==> config.mk <==
export PLATFORM = sky130hd
export DESIGN_NAME = fc_requant
export DESIGN_NICKNAME = d
export VERILOG_FILES = /design/src/design/fc_pkg.sv /design/src/design/fc_requant.sv
export SDC_FILE = /design/constraint.sdc
export NUM_CORES = 2
export LEC_CHECK = 0
export ABC_AREA = 0
export CAP_MARGIN = 30
export CORE_UTILIZATION = 67
export DETAILED_ROUTE_END_ITERATION = 10
export DONT_BUFFER_PORTS = 1
export PLACE_DENSITY = 0.83
export SYNTH_ARGS = -nofsm -noshare
export SYNTH_HDL_FRONTEND = slang
export SYNTH_SLANG_ARGS = --single-unit
==> constraint.sdc <==
create_clock -name vclk -period 32.2
set_input_delay 4.83 -clock vclk [all_inputs]
set_output_delay 4.83 -clock vclk [all_outputs]
set_load 0.01 [all_outputs]
==> src/design/fc_pkg.sv <==
package fc_pkg;

    // layer shape
    localparam int IN_FEATURES  = 120;
    localparam int OUT_FEATURES = 84;

    // int8 elements per cycle, two 32-bit words of four bytes each
    localparam int LANES       = 8;
    localparam int ISSUE_STEPS = IN_FEATURES / LANES;

    // word layout in the two SRAMs
    localparam int ROW_STRIDE = ISSUE_STEPS * 2;
    localparam int OUT_BASE   = IN_FEATURES / 4;

    // SRAM read pipeline depth
    localparam int READ_LATENCY = 3;

    // requantization
    localparam int QUANT_SHIFT = 16;

    // bus widths
    localparam int ADDR_W = 16;
    localparam int DATA_W = 32;
    localparam int ACC_W  = 32;

    typedef enum logic [2:0] {
        IDLE,
        ISSUE,
        DRAIN,
        WRITE,
        FLUSH,
        DONE
    } fc_state_t;

endpackage

==> src/design/fc_requant.sv <==
`timescale 1ns/1ps

module fc_requant (
    input  logic signed [fc_pkg::ACC_W-1:0] acc,
    input  logic [fc_pkg::DATA_W-1:0]       scale,
    output logic [7:0]                      quant
);

    localparam int AW = fc_pkg::ACC_W;
    localparam int PW = fc_pkg::ACC_W + fc_pkg::DATA_W;

    localparam logic [PW-1:0] QMAX = PW'(127);

    logic [AW-1:0] relu;
    logic [PW-1:0] scaled;
    logic [PW-1:0] shifted;

    assign relu = acc[AW-1] ? '0 : acc;

    // full-width product, no overflow before the shift
    assign scaled  = relu * scale;
    assign shifted = scaled >>> fc_pkg::QUANT_SHIFT;

    // saturate into the positive int8 range
    assign quant = (shifted > QMAX) ? QMAX[7:0] : shifted[7:0];

endmodule

### After elaboration in Yosys (flattened, before gate mapping)

Cells that the tools add are included.

* flip-flop bits (word level): 0
* input bits: 64
* output and inout bits: 8
* word-level logic and storage cells: 4

* multipliers: 1
* magnitude comparators: 1
* muxes and demuxes: 2

Operators with widths (count)
* 31-bit by 32-bit multiplier with 63-bit output: 1
* 47-bit by 7-bit > comparator with 1-bit output (second input constant): 1
* 31-bit 2-to-1 mux: 1
* 8-bit 2-to-1 mux: 1

### Logic depth before layout (Yosys ltp)

* depth in word-level cells: 4
* gate-level depth with buffers: 31
* gate-level depth less buffers: 28

### Worst setup path after synthesis

No wires, ideal clock.

* path type: input to output
* start: input port acc[31] (netlist name)
* end: output port quant[0]
* arrival: 12391 ps
* required time: 27370 ps
* setup slack: 14979 ps
* stages: 30
* path buffers: 3
* cell sequence: clkbuf_1 -> nor2b_1 -> clkbuf_1 -> nand2_1 -> fa_1 -> inv_1 -> fa_1 -> fa_1 -> inv_1 -> fa_1 -> inv_1 -> fa_1 -> fa_1 -> fa_1 -> inv_1 -> fa_1 -> inv_1 -> ha_1 -> clkbuf_1 -> nand2_1 -> o21a_1 -> a21oi_1 -> a21oi_2 -> a21boi_2 -> o21ai_1 -> nand2_1 -> mux2i_1 -> or4_4 -> nor4_4 -> nand3_1

* word-level cells in the longest chain between the ends: 4

RTL lines
* start: declaration: RTL line fc_requant.sv:4 `input logic signed [fc_pkg::ACC_W-1:0] acc,`
* 31-bit 2-to-1 mux (*): RTL line fc_requant.sv:18 `assign relu = acc[AW-1] ? '0 : acc;`
* 31-bit by 32-bit multiplier with 63-bit output (*): RTL line fc_requant.sv:21 `assign scaled = relu * scale;`
* 47-bit by 7-bit > comparator with 1-bit output: RTL line fc_requant.sv:25 `assign quant = (shifted > QMAX) ? QMAX[7:0] : shifted[7:0];`
* 8-bit 2-to-1 mux (*): RTL line fc_requant.sv:25
* end: declaration: RTL line fc_requant.sv:6 `output logic [7:0] quant`

Mark *: on every way between the ends. The rest lies on a longest branch, timed or not.

### Final worst setup path

* start: input port acc[8] (netlist name)
* end: output port quant[4]

Same word-level chain as after synthesis.

==> flow_metrics.env <==
export IMPL_crit_type="input port to primary output"
export IMPL_seq_area_um2=0
export IMPL_start_util_pct=68.58
export IMPL_first_pass_iters=5
export IMPL_hold_ws_ns=10.87
export IMPL_grt_pass1_vias=28000
export IMPL_synthToLayoutAreaGrowth_pct=0.5911
export IMPL_timing_max_cap_violations=0
export IMPL_die_y_um=224
export IMPL_slew_headroom_pct=29.23
export IMPL_dpl_hpwl_um=69050
export IMPL_drc=0
export IMPL_end_kind="primary output"
export IMPL_status="finished, final reports clean"
export IMPL_antenna_found_initial=6
export IMPL_tns_ns=0
export IMPL_dieArea_um2=50180
export IMPL_layout_min_cycle_time_ns=18.26
export IMPL_worstSetupStartpointType="input port"
export IMPL_min_path_type="input port to primary output"
export IMPL_fin_nets=4759
export IMPL_cts_setup_buffers=0
export IMPL_netlist_top_cells_area="fa_1 52%, ha_1 9.6%, inv_1 9.5%"
export IMPL_cts_resized_gates=0
export IMPL_crit_arrival_ns=13.43
export IMPL_via_count=25240
export IMPL_finalSetupViolCount=0
export IMPL_rsz0062_at_grt="no"
export IMPL_syn_inst=3781
export IMPL_core_um2=48150
export IMPL_place_port_buffers=0
export IMPL_die_w_um=224
export IMPL_ant_nets=0
export IMPL_final_layout_size_suffix_gt1_share_pct=2.825
export IMPL_worstMarginPinSlew_ns=1.059
export IMPL_clock_buffers=0
export IMPL_fin_crit_sh_pct=56.69
export IMPL_overflow=0
export IMPL_detail_route_wl_per_cell_um=20.33
export IMPL_hold_viol_final=0
export IMPL_hold_buffers=0
export IMPL_ioPinCount=72
export IMPL_wirelength_um=86090
export IMPL_fp_row_count=80
export IMPL_yosys_warnings=0
export IMPL_gr_usage_all_layers_pct=36.73
export IMPL_min_from="scale[1]"
export IMPL_ys_seq_area_share_pct=0
export IMPL_hold_path_cell_count=8
export IMPL_syn_num_nets=4963
export IMPL_via_per_inst=5.961
export IMPL_syn_avg_cell_area_um2=8.733
export IMPL_syn_area_um2=33020
export IMPL_grt_max_degree=33
export IMPL_crit_fanout=32
export IMPL_crit_required_ns=27.37
export IMPL_netlist_cell_type_count=82
export IMPL_grt_pass1_wl_um=144400
export IMPL_synth_top_area_share_pct=52.44
export IMPL_seq_cells=0
export IMPL_slew_viol_final=0
export IMPL_synth_top_area_cell="fa_1"
export IMPL_drtIter0Drc=1840
export IMPL_gp_congestion=1.042
export IMPL_hold_end="quant[0]"
export IMPL_timing_fmax_mhz=54.78
[cells in the mapped netlist, drive strengths merged, types with 3 or more instances]
master     n
a211oi     6
a21o      15
a21oi     96
a221oi     3
a22oi      3
a31o       4
a31oi      7
and2     433
and3       7
and4       5
buf       31
clkbuf   199
fa       865
ha       253
inv      839
mux2i      5
nand2    640
nand3     22
nand4     38
nor2      57
nor2b     36
nor3      26
nor4      10
o2111ai    3
o211ai     3
o21a      19
o21ai     59
o21bai     8
o22ai      8
o311ai     3
o31ai      3
or2        5
or3        7
xnor2     14
xor2      13
[worst max path at each step]
| stage | slack (ns) | endpoint | start |
|---|---|---|---|
| finish | 13.94 | quant[4] | acc[8] |
| global route | 13.65 | quant[4] | acc[7] |
| CTS | 13.99 | quant[4] | acc[7] |
| detailed placement | 14.04 | quant[4] | acc[7] |
| global placement | 14.22 | quant[4] | acc[7] |
| floorplan | 14.98 | quant[0] | acc[31] |
[metrics by stage]
stage | instances | cell area [µm²] | utilization, % | worst slack (ns)
CTS | 4231 | 33210 | 68.97 | 13.99
global route | 4234 | 33220 | 68.99 | 13.65
detailed placement | 4231 | 33210 | 68.97 | 14.04
finish | 4234 | 33220 | 68.99 | 13.94
floorplan | 3781 | 33020 | - | 14.98
global placement | 4231 | 33210 | 68.97 | 14.22
[cells in the final DEF (no fill, tap or decap), types with 5 or more instances in the layout]
cell type	synthesis	routed
buf_4	2	24
a21oi_2	10	10
o21ai_1	17	17
nor2b_4	0	7
nor2b_2	0	24
o21bai_1	8	8
ha_1	253	253
a31oi_1	7	7
and4_1	5	5
nor3_1	26	26
nand4_1	38	38
inv_1	838	838
o22ai_1	7	7
xor2_1	13	13
and2_1	433	433
nor2_1	56	56
a21o_1	15	15
xnor2_1	14	14
nand2_1	638	638
nor2b_1	36	5
nor4_1	8	8
a21oi_1	85	85
o21a_1	19	19
nand3_1	22	22
o21ai_0	39	39
mux2i_1	5	5
fa_1	865	865
and3_1	7	7
or3_1	7	7
[final cells by class]
| class | instances | area [µm²] |
|---|---|---|
| fillers | 3709 | 14930 |
| well taps | 656 | 820.8 |
| multi-input cells | 2712 | 29060 |
| inverters | 839 | 3149 |
| diodes | 3 | 7.507 |
| repair buffers | 24 | 180.2 |
[layer usage]
metal | up-vias | part of all wire [%] | GRT usage (%) | wire length (µm)
met4 | 6 | 3.9 | 11.44 | 3345
met5 | - | 0.053 | 0 | 46
met3 | 305 | 9.6 | 5.837 | 8302
li1 | 10690 | - | - | -
met1 | 12940 | 38 | 48.74 | 32550
met2 | 1298 | 49 | 62.23 | 41850
[logic make-up after synthesis]
logic type | after synthesis | share of synthesized area, %
AO/OA/AOI/OAI | 262 | 5.324
buffers and inverters | 1069 | 12.34
multiplexers | 7 | 0.2198
AND/OR/NAND/NOR | 1297 | 19.36
adder cells (fa/ha/maj) | 1118 | 62.03
XOR/XNOR | 27 | 0.7162
other | 1 | 0.01136
[worst max-delay path, stage by stage]
cell and delay, ns:
nor2b_4 0.78, nand2_1 0.21, fa_1 0.45, inv_1 0.08, fa_1 0.43, fa_1 0.52, inv_1 0.05, fa_1 0.48
inv_1 0.06, fa_1 0.50, inv_1 0.06, fa_1 0.54, inv_1 0.05, fa_1 0.51, fa_1 0.43, ha_1 0.49
and3_1 0.22, nor2b_1 0.17, nand2_1 0.08, o22ai_1 0.45, o31ai_4 0.23, o31a_1 0.32, o21bai_1 0.26, a41o_1 0.24
xor2_1 0.06, nor3_1 0.64, nand3_1 0.30
Power is not shown: default switching activity piles up to over one toggle a cycle in this logic, so the estimate is an artifact.
