<file path="config.mk">
export PLATFORM = sky130hd
export DESIGN_NAME = fc_ctrl_flat
export DESIGN_NICKNAME = d
export VERILOG_FILES = /design/src/design/fc_pkg.sv /design/src/design/fc_step_if.sv /design/src/design/fc_ctrl.sv /design/src/flat_wrapper.sv
export SDC_FILE = /design/constraint.sdc
export NUM_CORES = 1
export LEC_CHECK = 0
export BUFFER_PORTS_ARGS = -buffer_cell sky130_fd_sc_hd__buf_4
export CAP_MARGIN = 20
export CELL_PAD_IN_SITES_DETAIL_PLACEMENT = 1
export CELL_PAD_IN_SITES_GLOBAL_PLACEMENT = 1
export CORE_AREA = 5 5 42 44
export CTS_BUF_LIST = sky130_fd_sc_hd__clkbuf_16
export DETAILED_ROUTE_END_ITERATION = 8
export DIE_AREA = 0 0 47 49
export PLACE_DENSITY = 0.63
export SLEW_MARGIN = 20
export SYNTH_ARGS = -nofsm -noshare
export SYNTH_HDL_FRONTEND = slang
export SYNTH_SLANG_ARGS = --single-unit
</file>
<file path="constraint.sdc">
create_clock -name clk -period 2.06 [get_ports clk]
set_input_delay 0 -clock clk [delete_from_list [all_inputs] [get_ports clk]]
set_output_delay 0 -clock clk [all_outputs]
set_load 0.01 [all_outputs]
</file>
<file path="src/design/fc_pkg.sv">
package fc_pkg;

    // layer shape
    localparam int IN_FEATURES  = 120;
    localparam int OUT_FEATURES = 84;

    // int8 elements per cycle, two 32-bit words of four bytes each
    localparam int LANES       = 8;
    localparam int ISSUE_STEPS = IN_FEATURES / LANES;

    // word layout in the two SRAMs
    localparam int ROW_STRIDE = ISSUE_STEPS * 2;
    localparam int OUT_BASE   = IN_FEATURES / 4;

    // SRAM read pipeline depth
    localparam int READ_LATENCY = 3;

    // requantization
    localparam int QUANT_SHIFT = 16;

    // bus widths
    localparam int ADDR_W = 16;
    localparam int DATA_W = 32;
    localparam int ACC_W  = 32;

    typedef enum logic [2:0] {
        IDLE,
        ISSUE,
        DRAIN,
        WRITE,
        FLUSH,
        DONE
    } fc_state_t;

endpackage

</file>
<file path="src/design/fc_step_if.sv">
`timescale 1ns/1ps

interface fc_step_if;

    // strobes from the controller
    logic issue_en;
    logic acc_en;
    logic acc_clr;
    logic write_en;

    // flags and indices from the counters
    logic issue_last;
    logic drain_last;
    logic out_last;
    logic [fc_pkg::ADDR_W-1:0] in_idx;
    logic [fc_pkg::ADDR_W-1:0] row_idx;
    logic [fc_pkg::ADDR_W-1:0] out_idx;

    modport ctrl (
        output issue_en, acc_en, acc_clr, write_en,
        input  issue_last, drain_last, out_last
    );

    modport cnt (
        input  issue_en, write_en,
        output issue_last, drain_last, out_last, in_idx, row_idx, out_idx
    );

    modport dp_addr (input issue_en, write_en, in_idx, row_idx, out_idx);

    modport dp_mac (input acc_en, acc_clr);

endinterface

</file>
<file path="src/design/fc_ctrl.sv">
`timescale 1ns/1ps

module fc_ctrl (
    input  logic      clk,
    input  logic      rst_n,
    input  logic      start,
    fc_step_if.ctrl   step,
    output logic      finish
);

    localparam int RL = fc_pkg::READ_LATENCY;

    fc_pkg::fc_state_t state;
    fc_pkg::fc_state_t state_next;

    logic          flush_cnt;
    logic [RL-1:0] issue_pipe;

    always_ff @(posedge clk) begin
        if (!rst_n) begin
            state <= fc_pkg::IDLE;
        end else begin
            state <= state_next;
        end
    end

    // second FLUSH cycle marker
    always_ff @(posedge clk) begin
        if (!rst_n) begin
            flush_cnt <= 1'b0;
        end else if (state == fc_pkg::FLUSH) begin
            flush_cnt <= !flush_cnt;
        end else begin
            flush_cnt <= 1'b0;
        end
    end

    // rdata lags the address by the SRAM latency
    always_ff @(posedge clk) begin
        if (!rst_n) begin
            issue_pipe <= '0;
        end else begin
            issue_pipe <= {issue_pipe[RL-2:0], step.issue_en};
        end
    end

    always_comb begin
        state_next = state;
        case (state)
            fc_pkg::IDLE: begin
                if (start) begin
                    state_next = fc_pkg::ISSUE;
                end
            end
            fc_pkg::ISSUE: begin
                if (step.issue_last) begin
                    state_next = fc_pkg::DRAIN;
                end
            end
            fc_pkg::DRAIN: begin
                if (step.drain_last) begin
                    state_next = fc_pkg::WRITE;
                end
            end
            fc_pkg::WRITE: begin
                if (step.out_last) begin
                    state_next = fc_pkg::FLUSH;
                end else begin
                    state_next = fc_pkg::ISSUE;
                end
            end
            fc_pkg::FLUSH: begin
                if (flush_cnt) begin
                    state_next = fc_pkg::DONE;
                end
            end
            fc_pkg::DONE: begin
                state_next = fc_pkg::DONE;
            end
            default: begin
                state_next = fc_pkg::IDLE;
            end
        endcase
    end

    assign step.issue_en = (state == fc_pkg::ISSUE);
    assign step.acc_en   = issue_pipe[RL-1];
    assign step.write_en = (state == fc_pkg::WRITE);
    // accumulator is consumed by the write, cleared behind it
    assign step.acc_clr  = (state == fc_pkg::WRITE);
    assign finish        = (state == fc_pkg::DONE);

endmodule

</file>
<file path="src/flat_wrapper.sv">
// flat-port wrapper written by rule: the top's interface ports become plain ports
module fc_ctrl_flat 
  (clk, rst_n, start, finish, step_issue_en, step_acc_en, step_acc_clr, step_write_en, step_issue_last, step_drain_last, step_out_last);
  fc_step_if step_i ();
  input  logic clk;
  input  logic rst_n;
  input  logic start;
  output logic finish;
  output wire logic [$bits(step_i.issue_en)-1:0] step_issue_en;
  output wire logic [$bits(step_i.acc_en)-1:0] step_acc_en;
  output wire logic [$bits(step_i.acc_clr)-1:0] step_acc_clr;
  output wire logic [$bits(step_i.write_en)-1:0] step_write_en;
  input wire logic [$bits(step_i.issue_last)-1:0] step_issue_last;
  input wire logic [$bits(step_i.drain_last)-1:0] step_drain_last;
  input wire logic [$bits(step_i.out_last)-1:0] step_out_last;
  assign step_issue_en = step_i.issue_en;
  assign step_acc_en = step_i.acc_en;
  assign step_acc_clr = step_i.acc_clr;
  assign step_write_en = step_i.write_en;
  assign step_i.issue_last = step_issue_last;
  assign step_i.drain_last = step_drain_last;
  assign step_i.out_last = step_out_last;
  fc_ctrl u_core (.clk(clk), .rst_n(rst_n), .start(start), .step(step_i), .finish(finish));
endmodule
</file>
# Yosys cells after proc, flatten, opt, wreduce, memory -nomap -nowiden
# Index checks and enable logic that the tools add are counted.
# word_totals
ff_bits,7
elab_cells,22
# op_classes
eq_ne,9
n_mux,6
n_reduce_logical,4
# ops
operator,n
3-bit case mux with 6 select lines,1
3-bit 2-to-1 mux,5
"3-bit by 2-bit == test with 1-bit output, second input constant",2
"3-bit == test, second input constant",2
"2-bit by 1-bit inequality test with 1-bit output, second input constant",2
"2-bit inequality test, second input constant",2
4-bit AND reduction,1
"3-bit by 1-bit == test with 1-bit output, second input constant",1
3-bit logical NOT,1
2-bit AND reduction,1
1-bit logical NOT,1

# Logic depth before layout (Yosys ltp)
# depth
word_depth,3
depth_mapped,3

# Worst setup path after synthesis
# Ideal clock, no wire load.
# synth_path
path_type,flip-flop to flip-flop
startpoint,register u_core.state[1]
endpoint,register u_core.state[0]
arrival_time_ns,0.929
required_time_ns,1.943
path_slack_ns,1.014
path_stages_with_launch,4
n_path_buf,0
synth_period_minus_slack_ns,1.046
path_cell_list,dfxtp_1 mux2i_1 a22oi_1 a32o_2
# synth_between
elab_chain_len,3
# synth_lines
item,line,rtl
from (decl),fc_ctrl.sv:13,fc_pkg::fc_state_t state;
from (signal assigned),fc_ctrl.sv:21,state <= fc_pkg::IDLE;
from (signal assigned),fc_ctrl.sv:23,state <= state_next;
3-bit == test (tied with other cells),fc_ctrl.sv:49,case (state)
2-bit by 1-bit inequality test with 1-bit output (no line) / 2-bit inequality test (equally long branches),-,
4-bit AND reduction (no line),-,
# Parallel ways exist; a longest one is shown, timed or not.
# A chain may end at the register's enable or synchronous reset.

# Final worst setup path
# layout_path
startpoint,register u_core.state[1]
endpoint,output port finish
# layout_between
elab_chain_len,1
# layout_lines
item,line,rtl
3-bit == test,fc_ctrl.sv:91,assign finish = (state == fc_pkg::DONE);
to (decl),flat_wrapper.sv:8,output logic finish;
# No other way between the ends.

==> impl_metrics.json <==
{
  "seq_area_frac_synth_pct": 45.5,
  "rsz0062_at_grt": "false",
  "clkLatencyLatePin_ns": 0.23,
  "dieArea_um2": 2300,
  "drv_slew": 0,
  "fin_crit_sh_pct": 59.3,
  "dpl_cell_area_um2": 395,
  "avgViaCountPerCell": 4.37,
  "drc_errors": 0,
  "layout_min_cycle_time_ns": 1.22,
  "holdBufCountCts": 0,
  "maxSlewHeadroom_pct": 82.6,
  "synth_flop_cell": "dfxtp_1",
  "grt_start_max_net_pins": 10,
  "drt-wirelength-per-cell_um": 11.9,
  "grt_first_pass_wirelength_um": 1140,
  "grt_usage_pct": 7.89,
  "vias": 262,
  "cts_tree": "built",
  "synth_area_leader_cell": "dfxtp_1",
  "synthTopCellsByArea": "dfxtp_1 (46%), and2_1 (6.1%), nor2b_1 (4.1%)",
  "yosysMostFrequentCell": "dfxtp_1",
  "setup_viol_count_final": 0,
  "max_stage_delay_ns": 0.44,
  "synth_area_per_cell_um2": 9.93,
  "syn_nets": 37,
  "routed_wirelength_um": 711,
  "ioPinCount": 11,
  "path_max_fanout": 7,
  "critPathKind": "reg2out",
  "startpoint_type": "flip-flop",
  "gp_congestion": 0.692,
  "cp_slowest_cell": "dfxtp_1",
  "drive_gt1_share_pct": 40.9,
  "rows": 14,
  "antenna_found_initial": 0,
  "min_from": "rst_n",
  "outcome": "finished clean",
  "synth-seq-cells": 7,
  "htreeDepth": 1,
  "clock-sinks": 7,
  "end_kind": "output pin",
  "fill_cells": 171,
  "tritoncts.num_buffers": 3,
  "die_y_um": 49,
  "final-seq-area_um2": 140,
  "design_area_um2": 474,
  "hold_path_class": "in2reg",
  "hold_violations": 0,
  "path_cells": "and2b_2 > and2_1 > buf_4",
  "synthArstFlopShare_pct": 0,
  "dr.pass1.iters": 4,
  "setup_tns_ns": 0,
  "critPathArrivalTime_ns": 1.22,
  "synthCells": 31,
  "peakVddDrop_uv": 372,
  "syn_to_final_growth_pct": 54.1,
  "synth_area_um2": 308,
  "yosys-top-cells-count": "dfxtp_1 (7), and2_1 (3)",
  "start_util_pct": 22.0,
  "cts-root-buf": "clkbuf_16",
  "postRouteAntennaNets": 0,
  "max_slew.worst_pin.slew_ns": 0.260,
  "cts_resized": 0,
  "portBuffers": 10,
  "diodes": 0,
  "placedCellCount": 56,
  "post-cts-setup-buffers": 0,
  "synth_edf_count": 0,
  "gr-total-overflow": 0,
  "coreArea_um2": 1400,
  "grt_pass1_vias": 273,
  "drt_iter0_drc": 2,
  "p_leak_nw": 0.225,
  "dp.final_hpwl_um": 476,
  "r2r-start": "u_core.state[1]",
  "synth.top_cell.area_share_pct": 45.5,
  "synth_cell_type_count": 19,
  "cts_max_path_buffers": 2,
  "critPathRequiredTime_ns": 2.06,
  "crit_path_start": "u_core.state[1]",
  "layoutNonFillerInstCount": 60,
  "cts.clk_slew.worst_paths_ns": 0.03,
  "yosysWarnings": 0,
  "power_density_nw_per_um2": 1170,
  "die_w_um": 47,
  "nets": 51,
  "multi_input_area_um2": 153,
  "fmax_mhz": 818,
  "maxCapViolations": 0,
  "clock_skew_ns": 0.00288
}
==> routing by layer <==
layer,wire (µm),up-vias,track usage [%]
li1,-,131,-
met1,292,118,8.13
met2,310,9,9.28
met3,56,4,2.58
met4,52,0,12.4
met5,0,-,0
==> kinds of logic after synthesis <==
group                  Yosys count  synth area share [%]
AO/OA/AOI/OAI                    6                  13.4
flip-flops                       7                  45.5
AND/OR/NAND/NOR                 14                  32.9
multiplexers                     1                  3.25
buffers and inverters            3                  4.88
==> worst paths after layout <==
check / end / slack [ns] / depth (start not counted)
worst max-delay path: finish / 0.84 / 3
worst max register to register: u_core.state[0] / 0.92 / 3
worst min-delay path: u_core.issue_pipe[2] / 0.03 / 2
worst min register to register: u_core.issue_pipe[2] / 0.43 / 1
==> sequential cells by signal, summed over array words and instances, names as in the netlist <==
register / flops
u_core.issue_pipe: 3
u_core.state: 3
u_core.flush_cnt: 1
==> critical path, delay by kind of cell (launching register included) <==
| family | cells | cell delay, ns |
|---|---|---|
| buffers and inverters | 1 | 0.13 |
| and+or+nand+nor | 2 | 0.42 |
| DFF | 1 | 0.44 |
==> layout make-up <==
cell class,instances,share of cell area (%)
Multi-Input combinational cell,21,32.2
Sequential cell,7,29.6
Clock buffer,3,15.8
Timing Repair Buffer,10,15.8
Tap cell,16,4.22
Inverter,2,1.58
Clock inverter,1,0.792
==> per-stage QoR <==
stage	hold WS (ns)	total power, mW	util (%)	setup WS, ns
detailed placement	0.269	0.233	28.2	0.913
finish	0.0310	0.557	33.8	0.838
global placement	0.263	0.233	28.2	0.963
global route	0.0366	0.582	33.8	0.764
CTS	0.0301	0.564	33.8	0.832
floorplan	0.122	0.205	-	1.01
==> report_power, final <==
| group | switching, mW | total, mW | internal, mW | leakage, nW |
|---|---|---|---|---|
| Sequential | 0.0148 | 0.163 | 0.148 | 0.0571 |
| Combinational | 0.0250 | 0.0676 | 0.0427 | 0.126 |
| Clock | 0.0734 | 0.326 | 0.252 | 0.0423 |
==> cells in the final DEF, fill, tap and decap left out, drive strengths merged <==
cell type  count
and2           4
a21oi          1
o21bai         1
mux2i          1
a32o           1
clkbuf         3
nor2           2
inv            3
and2b          1
a22oi          1
buf           10
dfxtp          7
o21ai          2
nand3b         1
nor2b          2
and3b          2
nor3b          1
and3           1
(Power assumes the default switching activity.)
