### config.mk
export PLATFORM = sky130hd
export DESIGN_NAME = fc_mac_flat
export DESIGN_NICKNAME = d
export VERILOG_FILES = /design/src/design/fc_pkg.sv /design/src/design/fc_step_if.sv /design/src/design/fc_mac.sv /design/src/flat_wrapper.sv
export SDC_FILE = /design/constraint.sdc
export NUM_CORES = 2
export LEC_CHECK = 0
export BUFFER_PORTS_ARGS = -buffer_cell sky130_fd_sc_hd__buf_2
export CELL_PAD_IN_SITES_DETAIL_PLACEMENT = 1
export CELL_PAD_IN_SITES_GLOBAL_PLACEMENT = 1
export CORE_MARGIN = 3
export CORE_UTILIZATION = 50
export CTS_BUF_LIST = sky130_fd_sc_hd__clkbuf_16
export DETAILED_ROUTE_END_ITERATION = 6
export PLACE_DENSITY = 0.89
export SLEW_MARGIN = 40
export SYNTH_ARGS = -nofsm -noshare
export SYNTH_HDL_FRONTEND = slang
export SYNTH_SLANG_ARGS = --single-unit
### constraint.sdc
create_clock -name clk -period 13.2 [get_ports clk]
set_input_delay 1.32 -clock clk [delete_from_list [all_inputs] [get_ports clk]]
set_output_delay 1.32 -clock clk [all_outputs]
set_load 0.01 [all_outputs]
### src/design/fc_pkg.sv
package fc_pkg;

    // layer shape
    localparam int IN_FEATURES  = 120;
    localparam int OUT_FEATURES = 84;

    // int8 elements per cycle, two 32-bit words of four bytes each
    localparam int LANES       = 8;
    localparam int ISSUE_STEPS = IN_FEATURES / LANES;

    // word layout in the two SRAMs
    localparam int ROW_STRIDE = ISSUE_STEPS * 2;
    localparam int OUT_BASE   = IN_FEATURES / 4;

    // SRAM read pipeline depth
    localparam int READ_LATENCY = 3;

    // requantization
    localparam int QUANT_SHIFT = 16;

    // bus widths
    localparam int ADDR_W = 16;
    localparam int DATA_W = 32;
    localparam int ACC_W  = 32;

    typedef enum logic [2:0] {
        IDLE,
        ISSUE,
        DRAIN,
        WRITE,
        FLUSH,
        DONE
    } fc_state_t;

endpackage

### src/design/fc_step_if.sv
`timescale 1ns/1ps

interface fc_step_if;

    // strobes from the controller
    logic issue_en;
    logic acc_en;
    logic acc_clr;
    logic write_en;

    // flags and indices from the counters
    logic issue_last;
    logic drain_last;
    logic out_last;
    logic [fc_pkg::ADDR_W-1:0] in_idx;
    logic [fc_pkg::ADDR_W-1:0] row_idx;
    logic [fc_pkg::ADDR_W-1:0] out_idx;

    modport ctrl (
        output issue_en, acc_en, acc_clr, write_en,
        input  issue_last, drain_last, out_last
    );

    modport cnt (
        input  issue_en, write_en,
        output issue_last, drain_last, out_last, in_idx, row_idx, out_idx
    );

    modport dp_addr (input issue_en, write_en, in_idx, row_idx, out_idx);

    modport dp_mac (input acc_en, acc_clr);

endinterface

### src/design/fc_mac.sv
`timescale 1ns/1ps

module fc_mac (
    input  logic                              clk,
    input  logic                              rst_n,
    input  logic [fc_pkg::DATA_W-1:0]         weight_rdata0,
    input  logic [fc_pkg::DATA_W-1:0]         weight_rdata1,
    input  logic [fc_pkg::DATA_W-1:0]         act_rdata0,
    input  logic [fc_pkg::DATA_W-1:0]         act_rdata1,
    fc_step_if.dp_mac                         step,
    output logic signed [fc_pkg::ACC_W-1:0]   acc
);

    localparam int AW = fc_pkg::ACC_W;
    localparam int VW = 2 * fc_pkg::DATA_W;

    logic [VW-1:0]        w_vec;
    logic [VW-1:0]        a_vec;
    logic signed [AW-1:0] dot;

    // word 0 carries elements k..k+3, low byte first
    assign w_vec = {weight_rdata1, weight_rdata0};
    assign a_vec = {act_rdata1, act_rdata0};

    always_comb begin
        dot = '0;
        for (int i = 0; i < fc_pkg::LANES; i++) begin
            dot = dot + AW'($signed(w_vec[8*i +: 8]) * $signed(a_vec[8*i +: 8]));
        end
    end

    always_ff @(posedge clk) begin
        if (!rst_n) begin
            acc <= '0;
        end else if (step.acc_clr) begin
            acc <= '0;
        end else if (step.acc_en) begin
            acc <= acc + dot;
        end
    end

endmodule

### src/flat_wrapper.sv
// flat-port wrapper written by rule: the top's interface ports become plain ports
module fc_mac_flat 
  (clk, rst_n, weight_rdata0, weight_rdata1, act_rdata0, act_rdata1, acc, step_acc_en, step_acc_clr);
  fc_step_if step_i ();
  input  logic clk;
  input  logic rst_n;
  input  logic [fc_pkg::DATA_W-1:0] weight_rdata0;
  input  logic [fc_pkg::DATA_W-1:0] weight_rdata1;
  input  logic [fc_pkg::DATA_W-1:0] act_rdata0;
  input  logic [fc_pkg::DATA_W-1:0] act_rdata1;
  output logic signed [fc_pkg::ACC_W-1:0] acc;
  input wire logic [$bits(step_i.acc_en)-1:0] step_acc_en;
  input wire logic [$bits(step_i.acc_clr)-1:0] step_acc_clr;
  assign step_i.acc_en = step_acc_en;
  assign step_i.acc_clr = step_acc_clr;
  fc_mac u_core (.clk(clk), .rst_n(rst_n), .weight_rdata0(weight_rdata0), .weight_rdata1(weight_rdata1), .act_rdata0(act_rdata0), .act_rdata1(act_rdata1), .step(step_i), .acc(acc));
endmodule
# Word-level counts from Yosys, hierarchy flattened

Index checks and enable logic that the tools add are counted.

Bits in registers: 32
Logic and storage cells: 19
Input port bits: 132

Multipliers: 8
Reductions and logical operators: 1
Bitwise gates (word level): 1
Add/subtract/negate cells: 8

Operators by type and width:

| kind             | number |
|---|---|
| $add A32 B32 Y32 | 8 |
| $mul A8 B8 Y16   | 8 |
| $reduce_or A2 Y1 | 1 |
| $not A1 Y1       | 1 |

# Logic depth before layout (Yosys ltp)

Word-level depth: 9
Depth in mapped cells: 36
Depth with buffers taken out: 35

# Least setup slack after synthesis

Ideal clock, no wire load.

Path kind: input -> register
Start point: input port weight_rdata0[6] (netlist bit)
End point: register u_core.acc[27] (netlist bit)
Setup time: 130 ps
Path slack: 2991 ps
Required time: 13070 ps
Arrival time: 10079 ps
Stages on the path: 29
Path through: and2_1 > fa_1 > fa_1 > inv_1 > fa_1 > fa_1 > inv_1 > ha_1 > nor2b_1 > o211ai_1 > nand2_1 > a41oi_1 > a21oi_1 > xnor2_1 > fa_1 > fa_1 > fa_1 > inv_1 > fa_1 > inv_1 > ha_1 > a21oi_1 > o21bai_1 > a21o_1 > a21oi_1 > nand2_1 > a41oi_1 > xor2_1 > o21ai_0

Cells in the longest elaborated chain, start to end: 9

RTL lines:

| item                          | RTL line          | text |
|---|---|---|
| start: declaration            | flat_wrapper.sv:7 | `input logic [fc_pkg::DATA_W-1:0] weight_rdata0;` |
| $mul A8 B8 Y16                | fc_mac.sv:28      | `dot = dot + AW'($signed(w_vec[8*i +: 8]) * $signed(a_vec[8*i +: 8]));` |
| $add A32 B32 Y32 (7 in a row) | fc_mac.sv:28      |  |
| $add A32 B32 Y32              | fc_mac.sv:38      | `acc <= acc + dot;` |
| end signal: assignment        | fc_mac.sv:38      |  |
| end: declaration              | fc_mac.sv:11      | `output logic signed [fc_pkg::ACC_W-1:0] acc` |

Every way passes these cells.
A chain may end at the register's enable or synchronous reset.

# Worst setup path after layout

Start point: input port weight_rdata1[3] (netlist bit)
End point: register u_core.acc[24] (netlist bit)

Cells in the longest elaborated chain, start to end: 6

RTL lines:

| item                          | RTL line          | text |
|---|---|---|
| start: declaration            | flat_wrapper.sv:8 | `input logic [fc_pkg::DATA_W-1:0] weight_rdata1;` |
| $mul A8 B8 Y16                | fc_mac.sv:28      |  |
| $add A32 B32 Y32 (4 in a row) | fc_mac.sv:28      |  |
| $add A32 B32 Y32              | fc_mac.sv:38      |  |

Every way passes these cells.

==> impl_metrics.env <==
export IMPL_setup_total_negative_slack_ns=0
export IMPL_drc=0
export IMPL_detail_route_wirelength_um=77890
export IMPL_floorplan_die_height_um=234.4
export IMPL_chipWidth_um=234.4
export IMPL_mean_syn_cell_area_um2=9.078
export IMPL_synth_enable_flop_cells=0
export IMPL_max_slew_worst_pin_slew_ns=0.8015
export IMPL_worst_endpoint_arrival_ns=10.51
export IMPL_via_count=20130
export IMPL_cts_sinks=32
export IMPL_grt_met2_usage=0.5533
export IMPL_setup_repair_after_global_routing_missed_its_margin="false"
export IMPL_dp_final_hpwl_um=70420
export IMPL_cts_hold_buffers=0
export IMPL_layout_filler_cells=6134
export IMPL_cpMaxStageDelayCell="sky130_fd_sc_hd__fa_1"
export IMPL_seqCellArea_um2=640.6
export IMPL_max_freq_ghz=0.09706
export IMPL_reg_top3="u_core.acc: 32 flops"
export IMPL_worst_path_required_ns=13.41
export IMPL_ys_warnings_count=0
export IMPL_use_met3=0.03134
export IMPL_regMostFlops="u_core.acc"
export IMPL_die_area_mm2=0.05494
export IMPL_ys_ff_latch=32
export IMPL_setup_viol=0
export IMPL_crit_fanout=12
export IMPL_grtUsageTotal=0.2978
export IMPL_drt_pre_antenna_iters=5
export IMPL_largest_net_degree_at_the_start_of_global_routing=23
export IMPL_post_cts_resized_instances=0
export IMPL_wl_per_cell_um=20.96
export IMPL_multi_input_comb_area_mm2=0.02237
export IMPL_drv_max_cap_violation_count=0
export IMPL_ctsLongestPathBuffers=2
export IMPL_antenna_found_initial=4
export IMPL_routabilityCongestion=0.9423
export IMPL_yosysUniqueCellTypes=61
export IMPL_post_route_min_period_ns=10.30
export IMPL_drtIter0Drc=964
export IMPL_areaGrowthSynthToFinish_pct=6.783
export IMPL_yosys_most_used_dff="sky130_fd_sc_hd__dfxtp_1"
export IMPL_largest_register_ff_count=32
export IMPL_drive_above_1_share=0.06495
export IMPL_final_max_slew_violation_count=0
export IMPL_cts_buffers=5
export IMPL_share_of_the_clock_period_used_by_the_worst_path=0.7805
export IMPL_postSynthCellCount=2873
export IMPL_mappedNetlistNets=3868
export IMPL_global_route_usage_met1=0.3418
export IMPL_ios=164
export IMPL_grt_remaining_overflow=0
export IMPL_timing_critical_path_to_type="register"
export IMPL_post_cts_setup_repair_buffer_count=0
export IMPL_port_buffers=163
export IMPL_std_cell_rows=83
export IMPL_netlist_area_mm2=0.02608
export IMPL_crit_path_frequent_cell="sky130_fd_sc_hd__fa_1"
export IMPL_timing_worst_setup_path_type="primary input to register"
export IMPL_worst_skew_late_latency_ns=0.29
export IMPL_synth_yosys_seq_area_share=0.02456
export IMPL_htreeDepth=2
export IMPL_tritoncts_clock_tree="yes"
export IMPL_critPathMaxStageDelay_ns=0.77
export IMPL_hold_path_class="register to register"
export IMPL_postRouteAntennaNets=0
export IMPL_fin_nets=4028
export IMPL_vias_in_the_first_global_route=24340
export IMPL_run_status="finished, final reports clean"
export IMPL_synthArstFlopShare=0
export IMPL_path_clk_slew_ns=0.06
export IMPL_clock_skew_final_ns=0.01423
export IMPL_grt_pass1_wl_um=127800
export IMPL_floorplan_initialDensity=0.5064
export IMPL_core_area_mm2=0.05151
export IMPL_cts_root_buffer_cell="sky130_fd_sc_hd__clkbuf_16"
export IMPL_worstSetupStartpointType="primary input"
export IMPL_timing_hold_violations_final=0
export IMPL_vias_per_cell=5.417
export IMPL_busiest_layer="met2"
export IMPL_slew_limit_headroom=0.4572
-- worst paths after layout --
path | from | to | slack, ns | cells past startpoint
setup / recovery | weight_rdata1[3] | u_core.acc[24] | 2.90 | 30
hold / removal | u_core.acc[13] | u_core.acc[13] | 0.48 | 2
setup reg to reg | u_core.acc[2] | u_core.acc[20] | 7.88 | 17
hold reg to reg | u_core.acc[13] | u_core.acc[13] | 0.48 | 2
-- kinds of logic after synthesis --
kind of cell / count (synthesis) / synth area share
buf+inv: 812 / 0.1183
fa+ha+maj: 863 / 0.5855
compound gates: 266 / 0.06467
flops: 32 / 0.02456
simple gates: 714 / 0.1437
mux: 14 / 0.005469
xor+xnor: 172 / 0.05776
-- synth_stat cells (19+ instances only) --
cell type / number / area (µm²)
sky130_fd_sc_hd__nor2_1: 62 / 232.7
sky130_fd_sc_hd__and2_1: 310 / 1939
sky130_fd_sc_hd__fa_1: 596 / 11930
sky130_fd_sc_hd__dfxtp_1: 32 / 640.6
sky130_fd_sc_hd__inv_1: 797 / 2992
sky130_fd_sc_hd__a21oi_1: 106 / 530.5
sky130_fd_sc_hd__nor2b_1: 29 / 181.4
sky130_fd_sc_hd__nand2_1: 217 / 814.5
sky130_fd_sc_hd__xnor2_1: 132 / 1156
sky130_fd_sc_hd__o21ai_0: 41 / 205.2
sky130_fd_sc_hd__nand2b_1: 33 / 206.5
sky130_fd_sc_hd__ha_1: 267 / 3341
sky130_fd_sc_hd__a21o_1: 38 / 285.3
sky130_fd_sc_hd__nand3_1: 19 / 95.09
sky130_fd_sc_hd__xor2_1: 40 / 350.3
-- worst max-delay path: cells and delay by family --
kind	cells	cell delay, ns
and+or+nand+nor	6	1.02
AOI/OAI and AO/OA	8	1.97
xor gates and xnor gates	1	0.55
buffers and inverters	5	0.47
adders and majority gates	10	5.17
-- layout make-up --
type                    count  area share
well taps                 680     0.03055
inverters                 797      0.1074
repair buffers            168     0.03064
diodes                      3   0.0002695
clock buffers               5    0.004492
flip-flops and latches     32     0.02300
clock inverters             2   0.0003145
multi-input cells        2029      0.8033
-- cells in the final DEF, fill, tap and decap left out, drive strengths merged, types with 3 or more instances in the layout --
cell type / n
nor3: 15
xnor2: 132
buf: 168
mux2i: 12
a41oi: 11
a211oi: 5
fa: 596
a21o: 38
a21oi: 106
and3: 8
nand2: 217
xor2: 40
nor2b: 29
o31ai: 3
nand2b: 33
inv: 798
or2: 5
o21a: 6
dfxtp: 32
or3: 6
o21ai: 45
and2: 310
a31oi: 9
nor2: 62
ha: 267
diode: 3
o211ai: 11
nand4: 4
o21bai: 13
nand3: 19
a21boi: 3
clkbuf: 5
-- per-layer routing --
metal	vias up	routed length (µm)
li1	8860	-
met1	10460	29020
met2	564	41570
met3	248	2845
met4	2	4435
met5	-	13
-- through the flow --
stage / hold slack, ns / util / setup slack, ns / std cells / cell area [µm²]
floorplan: 0.4957 / - / 2.991 / 2873 / 26080
finish: 0.4805 / 0.5407 / 2.897 / 3716 / 27850
CTS: 0.4878 / 0.5405 / 3.030 / 3713 / 27840
global route: 0.5160 / 0.5407 / 2.610 / 3716 / 27850
detailed placement: 0.4740 / 0.5379 / 2.734 / 3706 / 27710
global placement: 0.4597 / 0.5379 / 2.992 / 3706 / 27710
Power is not shown: default switching activity piles up to over one toggle a cycle in this logic, so the estimate is an artifact.
