===== config.mk =====
export PLATFORM = sky130hd
export DESIGN_NAME = fc_counters_flat
export DESIGN_NICKNAME = d
export VERILOG_FILES = /design/src/design/fc_pkg.sv /design/src/design/fc_step_if.sv /design/src/design/fc_counters.sv /design/src/flat_wrapper.sv
export SDC_FILE = /design/constraint.sdc
export NUM_CORES = 1
export LEC_CHECK = 0
export ABC_AREA = 1
export BUFFER_PORTS_ARGS = -buffer_cell sky130_fd_sc_hd__buf_2
export CAP_MARGIN = 20
export CORE_MARGIN = 2
export CORE_UTILIZATION = 46
export CTS_BUF_LIST = sky130_fd_sc_hd__clkbuf_16
export CTS_CLUSTER_SIZE = 14
export DETAILED_ROUTE_END_ITERATION = 6
export PLACE_DENSITY = 0.69
export SLEW_MARGIN = 40
export SYNTH_ARGS = -nofsm -noshare
export SYNTH_HDL_FRONTEND = slang
export SYNTH_SLANG_ARGS = --single-unit

===== constraint.sdc =====
create_clock -name clk -period 2 [get_ports clk]
set_input_delay 0.3 -clock clk [delete_from_list [all_inputs] [get_ports clk]]
set_output_delay 0.3 -clock clk [all_outputs]
set_load 0.005 [all_outputs]

===== src/design/fc_pkg.sv =====
package fc_pkg;

    // layer shape
    localparam int IN_FEATURES  = 120;
    localparam int OUT_FEATURES = 84;

    // int8 elements per cycle, two 32-bit words of four bytes each
    localparam int LANES       = 8;
    localparam int ISSUE_STEPS = IN_FEATURES / LANES;

    // word layout in the two SRAMs
    localparam int ROW_STRIDE = ISSUE_STEPS * 2;
    localparam int OUT_BASE   = IN_FEATURES / 4;

    // SRAM read pipeline depth
    localparam int READ_LATENCY = 3;

    // requantization
    localparam int QUANT_SHIFT = 16;

    // bus widths
    localparam int ADDR_W = 16;
    localparam int DATA_W = 32;
    localparam int ACC_W  = 32;

    typedef enum logic [2:0] {
        IDLE,
        ISSUE,
        DRAIN,
        WRITE,
        FLUSH,
        DONE
    } fc_state_t;

endpackage


===== src/design/fc_step_if.sv =====
`timescale 1ns/1ps

interface fc_step_if;

    // strobes from the controller
    logic issue_en;
    logic acc_en;
    logic acc_clr;
    logic write_en;

    // flags and indices from the counters
    logic issue_last;
    logic drain_last;
    logic out_last;
    logic [fc_pkg::ADDR_W-1:0] in_idx;
    logic [fc_pkg::ADDR_W-1:0] row_idx;
    logic [fc_pkg::ADDR_W-1:0] out_idx;

    modport ctrl (
        output issue_en, acc_en, acc_clr, write_en,
        input  issue_last, drain_last, out_last
    );

    modport cnt (
        input  issue_en, write_en,
        output issue_last, drain_last, out_last, in_idx, row_idx, out_idx
    );

    modport dp_addr (input issue_en, write_en, in_idx, row_idx, out_idx);

    modport dp_mac (input acc_en, acc_clr);

endinterface


===== src/design/fc_counters.sv =====
`timescale 1ns/1ps

module fc_counters #(
    parameter int IN_FEATURES  = fc_pkg::IN_FEATURES,
    parameter int OUT_FEATURES = fc_pkg::OUT_FEATURES
) (
    input  logic   clk,
    input  logic   rst_n,
    fc_step_if.cnt step
);

    localparam int AW = fc_pkg::ADDR_W;
    localparam int TW = $clog2(fc_pkg::READ_LATENCY);

    localparam logic [AW-1:0] IN_STEP    = AW'(fc_pkg::LANES);
    localparam logic [AW-1:0] IN_LAST    = AW'(IN_FEATURES - fc_pkg::LANES);
    localparam logic [AW-1:0] OUT_LAST   = AW'(OUT_FEATURES - 1);
    localparam logic [TW-1:0] DRAIN_LAST = TW'(fc_pkg::READ_LATENCY - 1);

    logic          drain_active;
    logic [TW-1:0] drain_cnt;

    assign step.issue_last = (step.in_idx == IN_LAST);
    assign step.out_last   = (step.out_idx == OUT_LAST);
    assign step.drain_last = drain_active && (drain_cnt == DRAIN_LAST);

    // element index within the current row
    always_ff @(posedge clk) begin
        if (!rst_n) begin
            step.in_idx <= '0;
        end else if (step.issue_en) begin
            if (step.issue_last) begin
                step.in_idx <= '0;
            end else begin
                step.in_idx <= step.in_idx + IN_STEP;
            end
        end
    end

    // neuron indices move on each result write
    always_ff @(posedge clk) begin
        if (!rst_n) begin
            step.row_idx <= '0;
            step.out_idx <= '0;
        end else if (step.write_en) begin
            if (step.out_last) begin
                step.row_idx <= '0;
                step.out_idx <= '0;
            end else begin
                step.row_idx <= step.row_idx + 1'b1;
                step.out_idx <= step.out_idx + 1'b1;
            end
        end
    end

    // drain timer, armed by the last issue of a row
    always_ff @(posedge clk) begin
        if (!rst_n) begin
            drain_active <= 1'b0;
        end else if (step.drain_last) begin
            drain_active <= 1'b0;
        end else if (step.issue_en && step.issue_last) begin
            drain_active <= 1'b1;
        end
    end

    always_ff @(posedge clk) begin
        if (!rst_n) begin
            drain_cnt <= '0;
        end else if (drain_active && !step.drain_last) begin
            drain_cnt <= drain_cnt + 1'b1;
        end else begin
            drain_cnt <= '0;
        end
    end

endmodule


===== src/flat_wrapper.sv =====
// flat-port wrapper written by rule: the top's interface ports become plain ports
module fc_counters_flat 
#(
    parameter int IN_FEATURES  = fc_pkg::IN_FEATURES,
    parameter int OUT_FEATURES = fc_pkg::OUT_FEATURES
)
  (clk, rst_n, step_issue_en, step_write_en, step_issue_last, step_drain_last, step_out_last, step_in_idx, step_row_idx, step_out_idx);
  fc_step_if step_i ();
  input  logic clk;
  input  logic rst_n;
  input wire logic [$bits(step_i.issue_en)-1:0] step_issue_en;
  input wire logic [$bits(step_i.write_en)-1:0] step_write_en;
  output wire logic [$bits(step_i.issue_last)-1:0] step_issue_last;
  output wire logic [$bits(step_i.drain_last)-1:0] step_drain_last;
  output wire logic [$bits(step_i.out_last)-1:0] step_out_last;
  output wire logic [$bits(step_i.in_idx)-1:0] step_in_idx;
  output wire logic [$bits(step_i.row_idx)-1:0] step_row_idx;
  output wire logic [$bits(step_i.out_idx)-1:0] step_out_idx;
  assign step_i.issue_en = step_issue_en;
  assign step_i.write_en = step_write_en;
  assign step_issue_last = step_i.issue_last;
  assign step_drain_last = step_i.drain_last;
  assign step_out_last = step_i.out_last;
  assign step_in_idx = step_i.in_idx;
  assign step_row_idx = step_i.row_idx;
  assign step_out_idx = step_i.out_idx;
  fc_counters #(.IN_FEATURES(IN_FEATURES), .OUT_FEATURES(OUT_FEATURES)) u_core (.clk(clk), .rst_n(rst_n), .step(step_i));
endmodule

# Word level (Yosys, flattened, before mapping)
# Cells that the tools add are included.
[word_totals] regBits=51 inputBits=4 output_inout_bits=51 word_cells=22
[classes] add_sub_neg=4 n_eq_ne=3 n_mux=3 bitwise_logic=1 n_reduce_logical=6
[op_table] cell="two-way mux 16 bit" count=3
[op_table] cell="adder 16 x 1 -> 16 bit (second input constant)" count=2
[op_table] cell="== test 16 x 7 -> 1 bit (second input constant)" count=2
[op_table] cell="adder 16 x 4 -> 16 bit (second input constant)" count=1
[op_table] cell="logical AND 1 bit" count=3
[op_table] cell="adder 2 x 1 -> 2 bit (second input constant)" count=1
[op_table] cell="== test 2 bit (second input constant)" count=1
[op_table] cell="AND reduction 2 bit" count=1
[op_table] cell="OR reduction 2 bit" count=1
[op_table] cell="logical NOT 1 bit" count=1
[op_table] cell="inverter 1 bit" count=1

# Logic depth before layout (Yosys ltp)
# Gate-level depths: netlist (run 1).
[logic_depth] depth_word=5 mapped_depth=8 depth_no_buf=8

# Least setup slack after synthesis (run 1)
# Ideal clock, no wire load.
[synth_path] path_type="register -> register" start="reg u_core.step.out_idx[0]" end="reg u_core.step.row_idx[6]" setup_ns=0.116 arrival_time_ns=1.272 required_time_ns=1.884 setup_slack_ns=0.613 path_stages_with_launch=8 path_buffers=1 period_less_slack_ns=1.387 path_cell_list="dfxtp_1 -> ha_1 -> nand3_1 -> nor2_1 -> nand3_4 -> nand2_4 -> buf_6 -> nor2_1"
[synth_between] elab_chain_len=2
[synth_rtl] element="start: declaration" line_no="fc_step_if.sv:26" text="output issue_last, drain_last, out_last, in_idx, row_idx, out_idx"
[synth_rtl] element="start signal: assignment" line_no="fc_counters.sv:51" text="step.out_idx <= step.out_idx + 1'b1;"
[synth_rtl] element="== test 16 x 7 -> 1 bit" line_no="fc_counters.sv:24" text="assign step.out_last = (step.out_idx == OUT_LAST);"
[synth_rtl] element="two-way mux 16 bit" line_no="fc_counters.sv:46" text="if (step.out_last) begin"
[synth_rtl] element="end signal: assignment" line_no="fc_counters.sv:50" text="step.row_idx <= step.row_idx + 1'b1;"
[synth_rtl] element="end: declaration" line_no="fc_step_if.sv:26"
# Every way passes these cells.
# A chain may end at the register's enable or synchronous reset.

# Final worst setup path (run 1)
[layout_path] start="reg u_core.step.out_idx[0]" end="out step_out_last"
[layout_between] elab_chain_len=1
[layout_rtl] element="== test 16 x 7 -> 1 bit" line_no="fc_counters.sv:24"
[layout_rtl] element="end: declaration" line_no="flat_wrapper.sv:15" text="output wire logic [$bits(step_i.out_last)-1:0] step_out_last;"
# Every way passes these cells.

==> metrics.txt, run 1 <==
synthesized area 0.00250 mm^2; f_max 565 MHz; total negative slack 0 ps; CP max stage cell dfxtp_1; maximum clock path buffer count 2; Setup CP Type reg -> out; power share of the combinational group 0.044; vias in the first global route 2144; Setup Fix Bufs, Post-CTS 0; max cap viols 0; Synth Instances 375; Leakage Power 1.32 nW; reg2reg start u_core.step.row_idx[1]$_SDFFE_PN0P_; row count 26; Worst-Margin Slew 512 ps; Post-Route Utilization 0.569; register area 961 um^2; Hold Violations, Final 0; gpl congestion 0.892; Final Skew 4.09 ps; Critical Path Max Stage Delay 380 ps; FF+latch count, synth 48; initial antenna violation count 0; Hold Crit Endpoint u_core.step.in_idx[4]$_SDFFE_PN0P_; post-CTS sizing 0; GRT overflow 0; CP Data Required Time 1700 ps; area of the multi-input gates 0.00133 mm^2; Die H 77.7 um; Finished Layout Cells 500; Net Switching 414 uW; commonest non-fill, non-tap cell in the layout nor2_1; largest net degree at the start of global routing 19; top post-synthesis cells by area dfxtp_1 (38%), nor2_1 (15%), nand2_1 (12%), inv_1 (5.9%), nand3_1 (5.4%); antenna-violating nets left 0; Yosys cell types 32; filler instances 534; Port Buffers 51; final worst slack 230 ps; cell area after layout 0.00294 mm^2; nets 437; Total GRT Usage 0.188; CP bufs+invs 1; type of origin of the critical path flip-flop; syn avg cell area 6.66 um^2; RSZ-0062 raised after global routing false; crit path time final 1770 ps; Pre-Repair DR Iteration Count 5; effective utilization at floorplan 0.483; routed vias 2396; Core Region 0.00517 mm^2; number of vias per cell 4.79; area delta synth->final 17.9%; commonest cells after routing, fill and taps aside nor2_1 (101), nand2_1 (79), buf_2 (51), dfxtp_1 (48), inv_1 (40); dpl cell area 0.00280 mm^2; routed wire length 5470 um; CP Cell Sequence ha_1 -> nand3_1 -> nor4_1 -> buf_2; CTS Root Cell clkbuf_16; GR Layer Usage met1 0.244; worst-path maximum fanout 5; Synth top area share 0.385; R2R depth 8; dpl cells 492; dpl ws 500 ps; CP arrival 1470 ps; warnings from Yosys 0; layout cell share with drive strength beyond 1 0.167; CTS Sinks 48; first-pass GRT wire length 9320 um; Crit. End Element output port; Hold Crit Class in -> reg; die area 0.00603 mm^2; met3 Resource Use GR 0.0395; r2r setup slk 500 ps; Slew Limit Headroom 0.656; cts bufs inserted 5; status finished clean; reg2reg end u_core.step.row_idx[12]$_SDFFE_PN0P_; power share of the clock group 0.429; Die Wd 77.7 um; internal power 1.45 mW; register area share after synthesis 0.385; peak supply drop 0.326 mV; TritonCTS clock tree done; H-tree depth 2; hold path cells 3; DP HPWL 4170 um; area leader, netlist dfxtp_1; Switching Share 0.222; io pins 55; clock slew at reported path FFs 60 ps; hold_buf cts 0; Tcrit/Tclk final 0.885; worst skew pair latency 280 ps; GRT busiest layer met2; Diodes inserted 0; Hold Startpoint step_issue_en; Iter 0 DRT Violations 102; drt wl/cell 10.9 um; Final Setup Violations 0; Residual DRC 0; Seq pwr share 0.527; PwrDens 633 mW/mm^2; met2 Usage GRT 0.315; Crit path max-delay family simple AND/OR/NAND/NOR gates; fin. max-slew vios 0
-- logic make-up (layout without fill, tap and decap cells) --
family / after synthesis / in the layout / share of synthesized area
simple gates: 239 / 239 / 0.417
buf+inv: 51 / 104 / 0.0862
flops: 48 / 48 / 0.385
compound gates: 17 / 17 / 0.0381
xor+xnor: 15 / 15 / 0.0526
fa+ha+maj: 4 / 4 / 0.0201
other cells: 1 / 3 / 0.00150
-- per-stage QoR --
stage / hold slack [ps] / total power, mW
after global placement: 402 / 1.08
after detailed placement: 414 / 1.09
after global routing: 403 / 1.94
final: 373 / 1.86
after CTS: 362 / 1.89
after floorplan: 392 / 1.06
-- worst min-delay path, stage by stage --
cell,delay (ps)
buf_2,150
nor2_1,110
nor3_1,50
-- per-layer routing --
layer,wire (um),vias up
li1,-,1271
met1,2630,1061
met2,2490,58
met3,288,6
met4,57,0
met5,0,-
-- sequential cells by signal, summed over array words and instances, names as in the netlist --
name,count
u_core.drain_active,1
u_core.drain_cnt,2
u_core.step.row_idx,16
u_core.step.in_idx,13
u_core.step.out_idx,16
-- cell type report --
class	instances	area share
Timing Repair Buffer	52	0.0892
Multi-Input combinational cell	278	0.451
Sequential cell	48	0.326
Clock inverter	3	0.00510
Clock buffer	5	0.0425
Tap cell	70	0.0297
Inverter	44	0.0561
-- worst max-delay path by stage --
stage	slack [ps]	cells past startpoint	startpoint	to
2_1_floorplan	610	7	u_core.step.out_idx[0]$_SDFFE_PN0P_	u_core.step.row_idx[6]$_SDFFE_PN0P_
3_3_place_gp	510	4	u_core.step.out_idx[0]$_SDFFE_PN0P_	step_out_last
3_5_place_dp	500	8	u_core.step.row_idx[0]$_SDFFE_PN0P_	u_core.step.row_idx[12]$_SDFFE_PN0P_
4_1_cts	190	4	u_core.step.out_idx[0]$_SDFFE_PN0P_	step_out_last
5_1_grt	100	4	u_core.step.out_idx[0]$_SDFFE_PN0P_	step_out_last
6_report	230	4	u_core.step.out_idx[0]$_SDFFE_PN0P_	step_out_last
-- synthesized netlist by cell type --
library cell	instances
nand2_1	79
dfxtp_1	48
inv_1	39
o21bai_1	4
nor3b_2	1
xnor2_1	2
xor2_1	13
nor2_2	4
nor2_1	101
nor2_4	1
o21ai_1	2
a21oi_1	4
or2_1	1
clkinv_1	1
buf_2	1
and3_1	1
nand2_4	1
buf_6	1
nand4_1	5
nor3_1	12
buf_1	1
nand3_4	1
or2_2	1
nor4_1	2
nand4_4	1
conb_1	1
buf_4	4
inv_2	4
o21ai_0	7
nand3b_1	1
nand3_1	27
ha_1	4
-- power groups by stage --
stage	Combinational [mW]	Clock, mW	Sequential [mW]
floorplan	0.0586	0	1.00
global placement	0.0804	0	1.00
detailed placement	0.0823	0	1.00
CTS	0.0826	0.822	0.982
global route	0.0931	0.864	0.984
finish	0.0812	0.801	0.983
No activity file was read; power rests on OpenSTA's default activity.
==> inputs of run 2 (changes only) <==
CORE_ASPECT_RATIO = 1.4   (was unset)
==> metrics.txt, run 2 (synthesis gave the netlist of run 1 again) <==
status finished clean (unchanged); routed wire length 5770 um (was 5470 um); type of origin of the critical path flip-flop (unchanged); worst-path maximum fanout 5 (unchanged); Die H 91.2 um (was 77.7 um); cts bufs inserted 5 (unchanged); commonest cells after routing, fill and taps aside nor2_1 (101), nand2_1 (79), buf_2 (51), dfxtp_1 (48), inv_1 (39) (was nor2_1 (101), nand2_1 (79), buf_2 (51), dfxtp_1 (48), inv_1 (40)); met2 Usage GRT 0.371 (was 0.315); internal power 1.57 mW (was 1.45 mW); max cap viols 0 (unchanged); routed vias 2422 (was 2396); die area 0.00604 mm^2 (was 0.00603 mm^2); Final Skew 3.47 ps (was 4.09 ps); reg2reg end u_core.step.row_idx[12]$_SDFFE_PN0P_ (unchanged); Hold Startpoint step_issue_en (unchanged); maximum clock path buffer count 2 (unchanged); H-tree depth 2 (unchanged); area delta synth->final 18.6% (was 17.9%); crit path time final 1850 ps (was 1770 ps); Leakage Power 1.33 nW (was 1.32 nW); antenna-violating nets left 0 (unchanged); Hold Violations, Final 0 (unchanged); Total GRT Usage 0.203 (was 0.188); Hold Crit Class in -> reg (unchanged); hold_buf cts 0 (unchanged); f_max 540 MHz (was 565 MHz); number of vias per cell 4.90 (was 4.79); Residual DRC 0 (unchanged); Net Switching 391 uW (was 414 uW); nets 437 (unchanged); Diodes inserted 0 (unchanged); Switching Share 0.199 (was 0.222); Port Buffers 51 (unchanged); Seq pwr share 0.501 (was 0.527); Setup Fix Bufs, Post-CTS 0 (unchanged); GRT busiest layer met2 (unchanged); Hold Slack 371 ps (was 373 ps); commonest non-fill, non-tap cell in the layout nor2_1 (unchanged); row count 31 (was 26); Final Setup Violations 0 (unchanged); peak supply drop 0.444 mV (was 0.326 mV); worst skew pair latency 280 ps (about the same); GRT overflow 0 (unchanged); Tcrit/Tclk final 0.926 (was 0.885); crit path to step_out_last (unchanged); register area 961 um^2 (unchanged); met3 Resource Use GR 0.0434 (was 0.0395); Setup CP Type reg -> out (unchanged); Die Wd 66.3 um (was 77.7 um); CP Data Required Time 1700 ps (about the same); GR Layer Usage met1 0.223 (was 0.244); drt wl/cell 11.7 um (was 10.9 um); gpl congestion 0.849 (was 0.892); Pre-Repair DR Iteration Count 4 (was 5); crit path from u_core.step.out_idx[0]$_SDFFE_PN0P_ (unchanged); Worst-Margin Slew 628 ps (was 512 ps); CP arrival 1550 ps (was 1470 ps); r2r setup slk 470 ps (was 500 ps); biggest regs u_core.step.out_idx: 16 flops, u_core.step.row_idx: 16 flops, u_core.step.in_idx: 13 flops (unchanged); reg2reg start u_core.step.row_idx[0]$_SDFFE_PN0P_ (was u_core.step.row_idx[1]$_SDFFE_PN0P_); TritonCTS clock tree done (unchanged); largest net degree at the start of global routing 19 (unchanged); clock slew at reported path FFs 60 ps (about the same); CTS Root Cell clkbuf_16 (unchanged); RSZ-0062 raised after global routing false (unchanged); PwrDens 663 mW/mm^2 (was 633 mW/mm^2); total negative slack 0 ps (unchanged); initial antenna violation count 0 (unchanged); layout cell share with drive strength beyond 1 0.171 (was 0.167); R2R depth 8 (unchanged); area of the multi-input gates 0.00133 mm^2 (about the same); Final Power 1.96 mW (was 1.86 mW); vias in the first global route 2281 (was 2144); power share of the clock group 0.457 (was 0.429); power share of the combinational group 0.042 (was 0.044); Core Region 0.00520 mm^2 (was 0.00517 mm^2); filler instances 519 (was 534); Slew Limit Headroom 0.578 (was 0.656); CTS Sinks 48 (unchanged); io pins 55 (unchanged); DP HPWL 4450 um (was 4170 um); first-pass GRT wire length 9830 um (was 9320 um); Crit. End Element output port (unchanged); Iter 0 DRT Violations 71 (was 102); fin. max-slew vios 0 (unchanged); effective utilization at floorplan 0.480 (was 0.483)
## run 2: per-stage QoR
step                std cells  instance area, um^2  utilization  worst slack (ps)
floorplan                 377                 2500            -               613
global placement          488                 2800        0.539               479
detailed placement        488                 2800        0.539               458
CTS                       494                 2950        0.568               104
global route              494                 2960        0.570              48.6
finish                    494                 2960        0.570               148
## run 2: worst max-delay path: stages, from the launching register on
cell	delay, ps
dfxtp_1	400
ha_1	220
nand3_1	130
nor4_2	350
buf_2	170
## run 2: worst min path at each step
stage                                                    end  slack [ps]  cells after the start
final                     u_core.step.in_idx[4]$_SDFFE_PN0P_         370                      3
after global routing      u_core.step.in_idx[4]$_SDFFE_PN0P_         390                      3
after global placement        u_core.drain_cnt[0]$_SDFF_PN0_         400                      1
after CTS                 u_core.step.in_idx[4]$_SDFFE_PN0P_         370                      3
after detailed placement      u_core.drain_cnt[0]$_SDFF_PN0_         410                      1
after floorplan               u_core.drain_cnt[0]$_SDFF_PN0_         390                      1
## run 2: repair_timing
action / 4_1_cts / 5_1_grt
gates resized for setup: 0 / 1
endpoints found under the setup margin: 0 / 1
hold endpoints to repair: 0 / 0
## run 2: layer usage
layer	up-vias	wire length (um)
li1	1264	-
met1	1093	2440
met2	51	2980
met3	14	220
met4	0	136
met5	-	0
## run 2: area by class of cell
| class | count | share of cell area |
|---|---|---|
| Tap cell | 66 | 0.0279 |
| Inverter | 44 | 0.0558 |
| Multi-Input combinational cell | 278 | 0.451 |
| Sequential cell | 48 | 0.325 |
| Timing Repair Buffer | 52 | 0.0888 |
| Clock inverter | 1 | 0.0101 |
| Clock buffer | 5 | 0.0423 |
## run 2: power by group through the flow
stage / clock network [mW] / registers, mW / logic [mW]
floorplan: 0 / 1.00 / 0.0586
global placement: 0 / 1.00 / 0.0807
detailed placement: 0 / 1.00 / 0.0826
CTS: 0.927 / 0.983 / 0.0831
global route: 0.955 / 0.985 / 0.0928
finish: 0.897 / 0.984 / 0.0820
